==> src/conv_pkg.sv <==
package conv_pkg;

    // Data path widths
    localparam int ACT_W    = 16;
    localparam int WEIGHT_W = 8;
    localparam int ACC_W    = 32;

    // Input channels addressed by the activation tag
    localparam int NUM_IN_CHANS = 16;
    localparam int CHAN_W       = 4;

    // Output maps, one accumulator each
    localparam int NUM_OUT_MAPS = 4;
    localparam int MAP_W        = 2;

    // Layer count and configured number of layers
    localparam int LAYER_W = 4;

    // Zero activations skipped in one layer
    localparam int COUNT_W = 16;

    typedef enum logic [1:0] {
        ST_WAIT_WEIGHTS = 2'd0,
        ST_COMPUTE      = 2'd1,
        ST_DRAIN        = 2'd2
    } seq_state_t;

endpackage

==> src/zero_skip_fetch.sv <==
`timescale 1ns/10ps

module zero_skip_fetch (
    input  logic                         clk,
    input  logic                         reset,
    input  logic                         accept_en,
    input  logic                         layer_start,
    input  logic                         in_valid,
    output logic                         in_ready,
    input  logic [conv_pkg::ACT_W-1:0]   in_act,
    input  logic [conv_pkg::CHAN_W-1:0]  in_chan,
    input  logic                         in_last,
    output logic                         fetch_valid,
    output logic [conv_pkg::ACT_W-1:0]   fetch_act,
    output logic [conv_pkg::CHAN_W-1:0]  fetch_chan,
    output logic                         fetch_last,
    output logic [conv_pkg::COUNT_W-1:0] skipped_count
);

    logic accepted;
    logic keep;

    assign in_ready = accept_en;
    assign accepted = in_valid && in_ready;

    // The last item always goes through so the layer can close
    assign keep = (in_act != '0) || in_last;

    always_ff @(posedge clk) begin
        if (reset) begin
            fetch_valid <= 1'b0;
        end else begin
            fetch_valid <= accepted && keep;
        end
    end

    always_ff @(posedge clk) begin
        if (accepted && keep) begin
            fetch_act  <= in_act;
            fetch_chan <= in_chan;
            fetch_last <= in_last;
        end
    end

    always_ff @(posedge clk) begin
        if (reset || layer_start) begin
            skipped_count <= '0;
        end else if (accepted && !keep) begin
            skipped_count <= skipped_count + 1'b1;
        end
    end

endmodule

==> src/weight_bank.sv <==
`timescale 1ns/10ps

module weight_bank (
    input  logic                                                    clk,
    input  logic                                                    reset,
    input  logic                                                    w_wr_en,
    input  logic [conv_pkg::CHAN_W-1:0]                             w_chan,
    input  logic [conv_pkg::MAP_W-1:0]                              w_map,
    input  logic [conv_pkg::WEIGHT_W-1:0]                           w_data,
    input  logic [conv_pkg::CHAN_W-1:0]                             rd_chan,
    output logic [conv_pkg::NUM_OUT_MAPS-1:0][conv_pkg::WEIGHT_W-1:0] rd_weights
);

    // One row per input channel, one weight per output map
    logic [conv_pkg::NUM_OUT_MAPS-1:0][conv_pkg::WEIGHT_W-1:0] bank [conv_pkg::NUM_IN_CHANS];

    always_ff @(posedge clk) begin
        if (reset) begin
            for (int c = 0; c < conv_pkg::NUM_IN_CHANS; c++) begin
                bank[c] <= '0;
            end
        end else if (w_wr_en) begin
            bank[w_chan][w_map] <= w_data;
        end
    end

    // Whole row at once so every map sees its weight in the same cycle
    assign rd_weights = bank[rd_chan];

endmodule

==> src/pointwise_mac.sv <==
`timescale 1ns/10ps

module pointwise_mac (
    input  logic                                                      clk,
    input  logic                                                      reset,
    input  logic                                                      layer_start,
    input  logic                                                      fetch_valid,
    input  logic [conv_pkg::ACT_W-1:0]                                fetch_act,
    input  logic                                                      fetch_last,
    input  logic [conv_pkg::NUM_OUT_MAPS-1:0][conv_pkg::WEIGHT_W-1:0] rd_weights,
    output logic [conv_pkg::NUM_OUT_MAPS-1:0][conv_pkg::ACC_W-1:0]    acc,
    output logic                                                      layer_computed
);

    logic signed [conv_pkg::ACT_W-1:0] act_s;
    logic signed [conv_pkg::ACC_W-1:0] prod [conv_pkg::NUM_OUT_MAPS];

    assign act_s = $signed(fetch_act);

    // Products are formed at accumulator width, sign extended
    always_comb begin
        for (int m = 0; m < conv_pkg::NUM_OUT_MAPS; m++) begin
            prod[m] = act_s * $signed(rd_weights[m]);
        end
    end

    always_ff @(posedge clk) begin
        if (reset || layer_start) begin
            acc <= '0;
        end else if (fetch_valid) begin
            for (int m = 0; m < conv_pkg::NUM_OUT_MAPS; m++) begin
                acc[m] <= acc[m] + prod[m];
            end
        end
    end

    // High the cycle after the last item was added in
    always_ff @(posedge clk) begin
        if (reset) begin
            layer_computed <= 1'b0;
        end else begin
            layer_computed <= fetch_valid && fetch_last;
        end
    end

endmodule

==> src/relu_drain.sv <==
`timescale 1ns/10ps

module relu_drain (
    input  logic                                                   clk,
    input  logic                                                   reset,
    input  logic                                                   drain_start,
    input  logic [conv_pkg::NUM_OUT_MAPS-1:0][conv_pkg::ACC_W-1:0] acc,
    input  logic [conv_pkg::LAYER_W-1:0]                           layer_num,
    output logic                                                   out_valid,
    input  logic                                                   out_ready,
    output logic [conv_pkg::ACC_W-1:0]                             out_data,
    output logic [conv_pkg::MAP_W-1:0]                             out_map,
    output logic [conv_pkg::LAYER_W-1:0]                           out_layer,
    output logic                                                   drain_done
);

    logic [conv_pkg::MAP_W-1:0] map_idx;
    logic [conv_pkg::ACC_W-1:0] sel_acc;
    logic                       xfer;
    logic                       last_map;

    assign xfer     = out_valid && out_ready;
    assign last_map = (map_idx == conv_pkg::MAP_W'(conv_pkg::NUM_OUT_MAPS - 1));

    always_ff @(posedge clk) begin
        if (reset) begin
            out_valid <= 1'b0;
            map_idx   <= '0;
        end else if (drain_start) begin
            out_valid <= 1'b1;
            map_idx   <= '0;
        end else if (xfer) begin
            if (last_map) begin
                out_valid <= 1'b0;
            end else begin
                map_idx <= map_idx + 1'b1;
            end
        end
    end

    // Accumulators and layer number hold still until the drain is over
    assign sel_acc    = acc[map_idx];
    assign out_data   = sel_acc[conv_pkg::ACC_W-1] ? '0 : sel_acc;
    assign out_map    = map_idx;
    assign out_layer  = layer_num;
    assign drain_done = xfer && last_map;

endmodule

==> src/layer_counter.sv <==
`timescale 1ns/10ps

module layer_counter (
    input  logic                         clk,
    input  logic                         reset,
    input  logic                         count_clear,
    input  logic                         layer_step,
    input  logic [conv_pkg::LAYER_W-1:0] num_layers_cfg,
    output logic [conv_pkg::LAYER_W-1:0] layer_num,
    output logic                         last_layer
);

    logic [conv_pkg::LAYER_W-1:0] next_num;

    always_ff @(posedge clk) begin
        if (reset || count_clear) begin
            layer_num <= '0;
        end else if (layer_step) begin
            layer_num <= next_num;
        end
    end

    assign next_num = layer_num + 1'b1;

    // Layer now draining is the final one of the run
    assign last_layer = (next_num == num_layers_cfg);

endmodule

==> src/layer_sequencer.sv <==
`timescale 1ns/10ps

module layer_sequencer (
    input  logic                         clk,
    input  logic                         reset,
    input  logic                         loading,
    input  logic [conv_pkg::LAYER_W-1:0] num_layers,
    input  logic                         layer_computed,
    input  logic                         drain_done,
    input  logic                         last_layer,
    output logic                         need_weights,
    output logic                         accept_en,
    output logic                         layer_start,
    output logic                         drain_start,
    output logic                         layer_step,
    output logic                         count_clear,
    output logic [conv_pkg::LAYER_W-1:0] num_layers_cfg,
    output logic                         run_done
);

    conv_pkg::seq_state_t state;
    logic                 seen_loading;
    logic                 run_active;
    logic                 run_end;

    // Weights are complete once loading has gone high and dropped again
    assign layer_start = (state == conv_pkg::ST_WAIT_WEIGHTS) && seen_loading && !loading;
    assign count_clear = layer_start && !run_active;
    assign drain_start = (state == conv_pkg::ST_COMPUTE) && layer_computed;
    assign layer_step  = (state == conv_pkg::ST_DRAIN) && drain_done;
    assign run_end     = layer_step && last_layer;

    assign need_weights = (state == conv_pkg::ST_WAIT_WEIGHTS);
    assign accept_en    = (state == conv_pkg::ST_COMPUTE);

    always_ff @(posedge clk) begin
        if (reset) begin
            state        <= conv_pkg::ST_WAIT_WEIGHTS;
            seen_loading <= 1'b0;
            run_active   <= 1'b0;
            run_done     <= 1'b0;
        end else begin
            run_done <= run_end;
            case (state)
                conv_pkg::ST_WAIT_WEIGHTS: begin
                    if (loading) begin
                        seen_loading <= 1'b1;
                    end
                    if (layer_start) begin
                        seen_loading <= 1'b0;
                        run_active   <= 1'b1;
                        state        <= conv_pkg::ST_COMPUTE;
                    end
                end
                conv_pkg::ST_COMPUTE: begin
                    if (drain_start) begin
                        state <= conv_pkg::ST_DRAIN;
                    end
                end
                conv_pkg::ST_DRAIN: begin
                    if (layer_step) begin
                        state <= conv_pkg::ST_WAIT_WEIGHTS;
                    end
                    if (run_end) begin
                        run_active <= 1'b0;
                    end
                end
                default: state <= conv_pkg::ST_WAIT_WEIGHTS;
            endcase
        end
    end

    // Layer count for the run, zero means a single layer
    always_ff @(posedge clk) begin
        if (reset) begin
            num_layers_cfg <= conv_pkg::LAYER_W'(1);
        end else if (count_clear) begin
            num_layers_cfg <= (num_layers == '0) ? conv_pkg::LAYER_W'(1) : num_layers;
        end
    end

endmodule

==> src/conv_engine_top.sv <==
`timescale 1ns/10ps

module conv_engine_top (
    input  logic                            clk,
    input  logic                            reset,
    input  logic                            loading,
    input  logic [conv_pkg::LAYER_W-1:0]    num_layers,
    input  logic                            w_wr_en,
    input  logic [conv_pkg::CHAN_W-1:0]     w_chan,
    input  logic [conv_pkg::MAP_W-1:0]      w_map,
    input  logic [conv_pkg::WEIGHT_W-1:0]   w_data,
    input  logic                            in_valid,
    output logic                            in_ready,
    input  logic [conv_pkg::ACT_W-1:0]      in_act,
    input  logic [conv_pkg::CHAN_W-1:0]     in_chan,
    input  logic                            in_last,
    output logic                            out_valid,
    input  logic                            out_ready,
    output logic [conv_pkg::ACC_W-1:0]      out_data,
    output logic [conv_pkg::MAP_W-1:0]      out_map,
    output logic [conv_pkg::LAYER_W-1:0]    out_layer,
    output logic                            need_weights,
    output logic                            run_done,
    output logic [conv_pkg::COUNT_W-1:0]    skipped_count
);

    logic                                                      accept_en;
    logic                                                      layer_start;
    logic                                                      drain_start;
    logic                                                      drain_done;
    logic                                                      layer_step;
    logic                                                      count_clear;
    logic                                                      layer_computed;
    logic                                                      last_layer;
    logic [conv_pkg::LAYER_W-1:0]                              num_layers_cfg;
    logic [conv_pkg::LAYER_W-1:0]                              layer_num;
    logic                                                      fetch_valid;
    logic [conv_pkg::ACT_W-1:0]                                fetch_act;
    logic [conv_pkg::CHAN_W-1:0]                               fetch_chan;
    logic                                                      fetch_last;
    logic [conv_pkg::NUM_OUT_MAPS-1:0][conv_pkg::WEIGHT_W-1:0] rd_weights;
    logic [conv_pkg::NUM_OUT_MAPS-1:0][conv_pkg::ACC_W-1:0]    acc;

    zero_skip_fetch u_fetch (
        .clk           (clk),
        .reset         (reset),
        .accept_en     (accept_en),
        .layer_start   (layer_start),
        .in_valid      (in_valid),
        .in_ready      (in_ready),
        .in_act        (in_act),
        .in_chan       (in_chan),
        .in_last       (in_last),
        .fetch_valid   (fetch_valid),
        .fetch_act     (fetch_act),
        .fetch_chan    (fetch_chan),
        .fetch_last    (fetch_last),
        .skipped_count (skipped_count)
    );

    weight_bank u_weights (
        .clk        (clk),
        .reset      (reset),
        .w_wr_en    (w_wr_en),
        .w_chan     (w_chan),
        .w_map      (w_map),
        .w_data     (w_data),
        .rd_chan    (fetch_chan),
        .rd_weights (rd_weights)
    );

    pointwise_mac u_mac (
        .clk            (clk),
        .reset          (reset),
        .layer_start    (layer_start),
        .fetch_valid    (fetch_valid),
        .fetch_act      (fetch_act),
        .fetch_last     (fetch_last),
        .rd_weights     (rd_weights),
        .acc            (acc),
        .layer_computed (layer_computed)
    );

    relu_drain u_drain (
        .clk         (clk),
        .reset       (reset),
        .drain_start (drain_start),
        .acc         (acc),
        .layer_num   (layer_num),
        .out_valid   (out_valid),
        .out_ready   (out_ready),
        .out_data    (out_data),
        .out_map     (out_map),
        .out_layer   (out_layer),
        .drain_done  (drain_done)
    );

    layer_counter u_count (
        .clk            (clk),
        .reset          (reset),
        .count_clear    (count_clear),
        .layer_step     (layer_step),
        .num_layers_cfg (num_layers_cfg),
        .layer_num      (layer_num),
        .last_layer     (last_layer)
    );

    layer_sequencer u_seq (
        .clk            (clk),
        .reset          (reset),
        .loading        (loading),
        .num_layers     (num_layers),
        .layer_computed (layer_computed),
        .drain_done     (drain_done),
        .last_layer     (last_layer),
        .need_weights   (need_weights),
        .accept_en      (accept_en),
        .layer_start    (layer_start),
        .drain_start    (drain_start),
        .layer_step     (layer_step),
        .count_clear    (count_clear),
        .num_layers_cfg (num_layers_cfg),
        .run_done       (run_done)
    );

endmodule

==> config.mk <==
export PLATFORM = sky130hd
export DESIGN_NAME = conv_engine_top
export DESIGN_NICKNAME = d
export VERILOG_FILES = /design/src/conv_pkg.sv /design/src/zero_skip_fetch.sv /design/src/weight_bank.sv /design/src/pointwise_mac.sv /design/src/relu_drain.sv /design/src/layer_counter.sv /design/src/layer_sequencer.sv /design/src/conv_engine_top.sv
export SDC_FILE = /design/constraint.sdc
export NUM_CORES = 2
export LEC_CHECK = 0
export ABC_AREA = 1
export BUFFER_PORTS_ARGS = -buffer_cell sky130_fd_sc_hd__buf_2
export CAP_MARGIN = 20
export CORE_ASPECT_RATIO = 0.5
export CORE_MARGIN = 2
export CORE_UTILIZATION = 31
export DETAILED_ROUTE_END_ITERATION = 16
export GPL_ROUTABILITY_DRIVEN = 0
export HOLD_SLACK_MARGIN = 0.05
export REMOVE_ABC_BUFFERS = 1
export SYNTH_ARGS = -nofsm -noshare
export SYNTH_HDL_FRONTEND = slang
export SYNTH_SLANG_ARGS = --single-unit
==> constraint.sdc <==
create_clock -name clk -period 13.65 [get_ports clk]
set_input_delay 2.73 -clock clk [delete_from_list [all_inputs] [get_ports clk]]
set_output_delay 2.73 -clock clk [all_outputs]
set_load 0.02 [all_outputs]
==> out/qor.yml <==
synthCells: 7121
status: "finished, final reports clean"
drtPass1Iterations: 6
endpoint: "u_mac.acc[89]"
vias: 46500
fin_hold_ws_ps: 457
nNetsFinal: 7830
cts_resized: 0
ctsHoldBuffers: 0
setup_viol: 0
start_kind: "flip-flop"
coreArea_um2: 186000
final_common_cell: "inv_1"
die_area_um2: 191000
synth-seq-cells: 699
area_growth_pct: 8.61
holdCritStartpoint: "u_fetch.fetch_chan[2]"
worst_pin_slew_ps: 1170
yosysWarnings: 0
numCtsBuffers: 77
layout_common_cells: "inv_1 (1219), nor2_1 (1190), nand2_1 (1027), edfxtp_1 (533), a21oi_1 (495)"
final_antenna_net_count: 0
preCtsSetupSlack_ps: 4520
synth_edf_count: 533
insertion_delay_ps: 710
ff2ff_path_depth: 37
clk_path_buf_depth: 3
skew_ps: 47.7
max_cap_violations: 0
syn_avg_cell_area_um2: 8.16
synth-async-reset-ratio_pct: 0
total_leakage_power_nw: 29.1
ios: 103
drc: 0
power_density_nw_per_um2: 220
postCtsSetupRepairBufs: 0
avgViaCountPerCell: 4.83
grt-ovfl-total: 0
min_path_type: "flip-flop to flip-flop"
finalCritPeriodShare_pct: 67.4
slowest_delay_ps: 1020
reg2reg_setup_slack_ps: 4450
min_period_ps: 9200
die_y_um: 310
crit_path_top_delay_cell: "clkinv_2"
final_area_um2: 63100
grt_max_degree: 140
yosys.cell_types.count: 49
cp-end-kind: "flip-flop"
worst_r2r_endpoint: "u_mac.acc[89]"
dp_hpwl_mm: 127
placed_area_um2: 60600
cp.arrival_ps: 9780
layout-drive-gt1-share_pct: 6.82
setup_slack_ps: 4450
antenna_found_initial: 9
cp_data_required_time_ps: 14230
grt_pass1_wl_mm: 264
routed_wl_mm: 171
timing.slew.headroom_pct: 21.9
first_global_vias: 45200
cts_sinks: 699
final_util_pct: 33.9
num_rows: 112
maxSlewViolCount: 0
chipWidth_um: 616
syn-cell-area_um2: 58100
yosysSeqAreaShare_pct: 33.3
portBuffers: 101
critPathKind: "flip-flop to flip-flop"
grt_setup_unrepaired: "false"
start_util_pct: 31.2
max_freq_ghz: 0.109
finalHoldViolCount: 0
wl_per_cell_um: 17.8
root_buffer: "clkbuf_16"
htreeDepth: 3
detail_route.iter0.violations: 3957
grt_util_all_layers_pct: 17.7
cts_tree: "built"
cp_max_fo: 69
clk_pin_slew_ps: 60
synth_flop_cell: "edfxtp_1"
vdd_ir_drop_max_mv: 0.147
sequential cells by signal, indices dropped and copies added, names as in the netlist, named ones only:
| register | flops |
|---|---|
| u_mac.layer_computed | 1 |
| u_seq.run_done | 1 |
| u_fetch.fetch_act | 16 |
| u_fetch.skipped_count | 16 |
| u_seq.seen_loading | 1 |
| u_drain.out_map | 2 |
| u_fetch.fetch_last | 1 |
| u_seq.num_layers_cfg | 4 |
| u_seq.state | 2 |
| u_drain.out_valid | 1 |
| u_weights.bank | 512 |
| u_mac.acc | 128 |
| u_seq.run_active | 1 |
| u_fetch.fetch_chan | 4 |
| u_fetch.fetch_valid | 1 |
| u_count.layer_num | 4 |
critical path, delay by kind of cell (launching register included):
kind            cells  cell delay [ps]
compound gates      6             1310
xor+xnor            1              190
simple gates       14             1430
flops               1              860
fa+ha+maj           6             2860
buf+inv            10             2380
final cells by class:
class	instances	area (um2)
Sequential cell	699	19300
Antenna cell	2	5.00
Timing Repair Buffer	145	872
Tap cell	2508	3140
Fill cell	19600	123000
Clock buffer	90	2020
Inverter	1274	4790
Clock inverter	49	551
Multi-Input combinational cell	4857	32400
cell usage after synthesis (3+ instances only):
cell type	n	area [um2]
xnor2_1	63	552
o22ai_1	4	25.0
nand4_1	41	257
buf_6	41	462
edfxtp_1	533	16000
o21a_1	6	45.0
nor4_1	8	50.1
nor3_2	4	40.0
buf_1	11	41.3
or2_2	4	25.0
a211oi_1	11	82.6
o21bai_1	49	368
fa_1	416	8330
and2_1	6	37.5
buf_12	7	140
clkbuf_1	202	758
o31ai_1	3	22.5
o21ai_1	9	45.0
inv_1	1222	4590
nand3_1	189	946
a21o_1	18	135
dfxtp_1	166	3320
a21boi_0	20	150
a21oi_1	496	2480
mux2i_1	128	1280
nand2_2	24	150
o211ai_2	4	50.1
a31oi_1	6	37.5
o211ai_1	149	1120
ha_1	315	3940
buf_8	5	75.1
o21ai_0	384	1920
xor2_1	96	841
buf_4	7	52.6
nor2_2	125	782
nor3_1	42	210
nand2_1	1028	3860
nand3b_1	10	75.1
nor2_1	1190	4470
buf_2	18	90.1
inv_2	51	191
per-stage QoR:
step	total power, W	TNS (ps)	cells
2_1_floorplan	0.00925	-34050	6830
3_3_place_gp	0.0116	0	9481
3_5_place_dp	0.0116	0	9483
4_1_cts	0.0138	0	9622
5_1_grt	0.0152	0	9624
6_report	0.0139	0	9624
where the power goes:
group          switching, W  total [W]  internal (W)
combinational       0.00625    0.00933       0.00308
clock              0.000961    0.00215       0.00119
sequential        0.0000452    0.00242       0.00238
total               0.00726     0.0139       0.00665
cells by family (layout without fill, tap and decap cells):
kind of cell               after synthesis  after routing  share of synthesized area, %
xor gates and xnor gates               159            159                          2.40
DFF                                    699            699                          33.3
adders and majority gates              731            731                          21.1
buffers and inverters                 1565           1558                          11.0
muxes                                  128            128                          2.20
AOI/OAI and AO/OA                     1163           1163                          11.2
other                                    1              3                       0.00645
and+or+nand+nor                       2675           2675                          18.8
per-layer routing:
layer / up-vias / track usage (%) / share of wire [%]
li1: 22600 / - / -
met5: - / 0 / 0.031
met1: 22200 / 24.4 / 45
met2: 1493 / 28.4 / 44
met3: 300 / 2.42 / 6.3
met4: 8 / 6.36 / 3.9
worst min path at each step:
stage                                      endpoint  slack (ps)  cells after the start
after floorplan                           flip-flop         420                      2
after global placement                    flip-flop         430                      2
after detailed placement                  flip-flop         450                      2
after CTS                 u_fetch.skipped_count[15]         460                      2
after global routing                      flip-flop         490                      2
final                                     flip-flop         460                      2
Power figures use the tool's default switching activity.
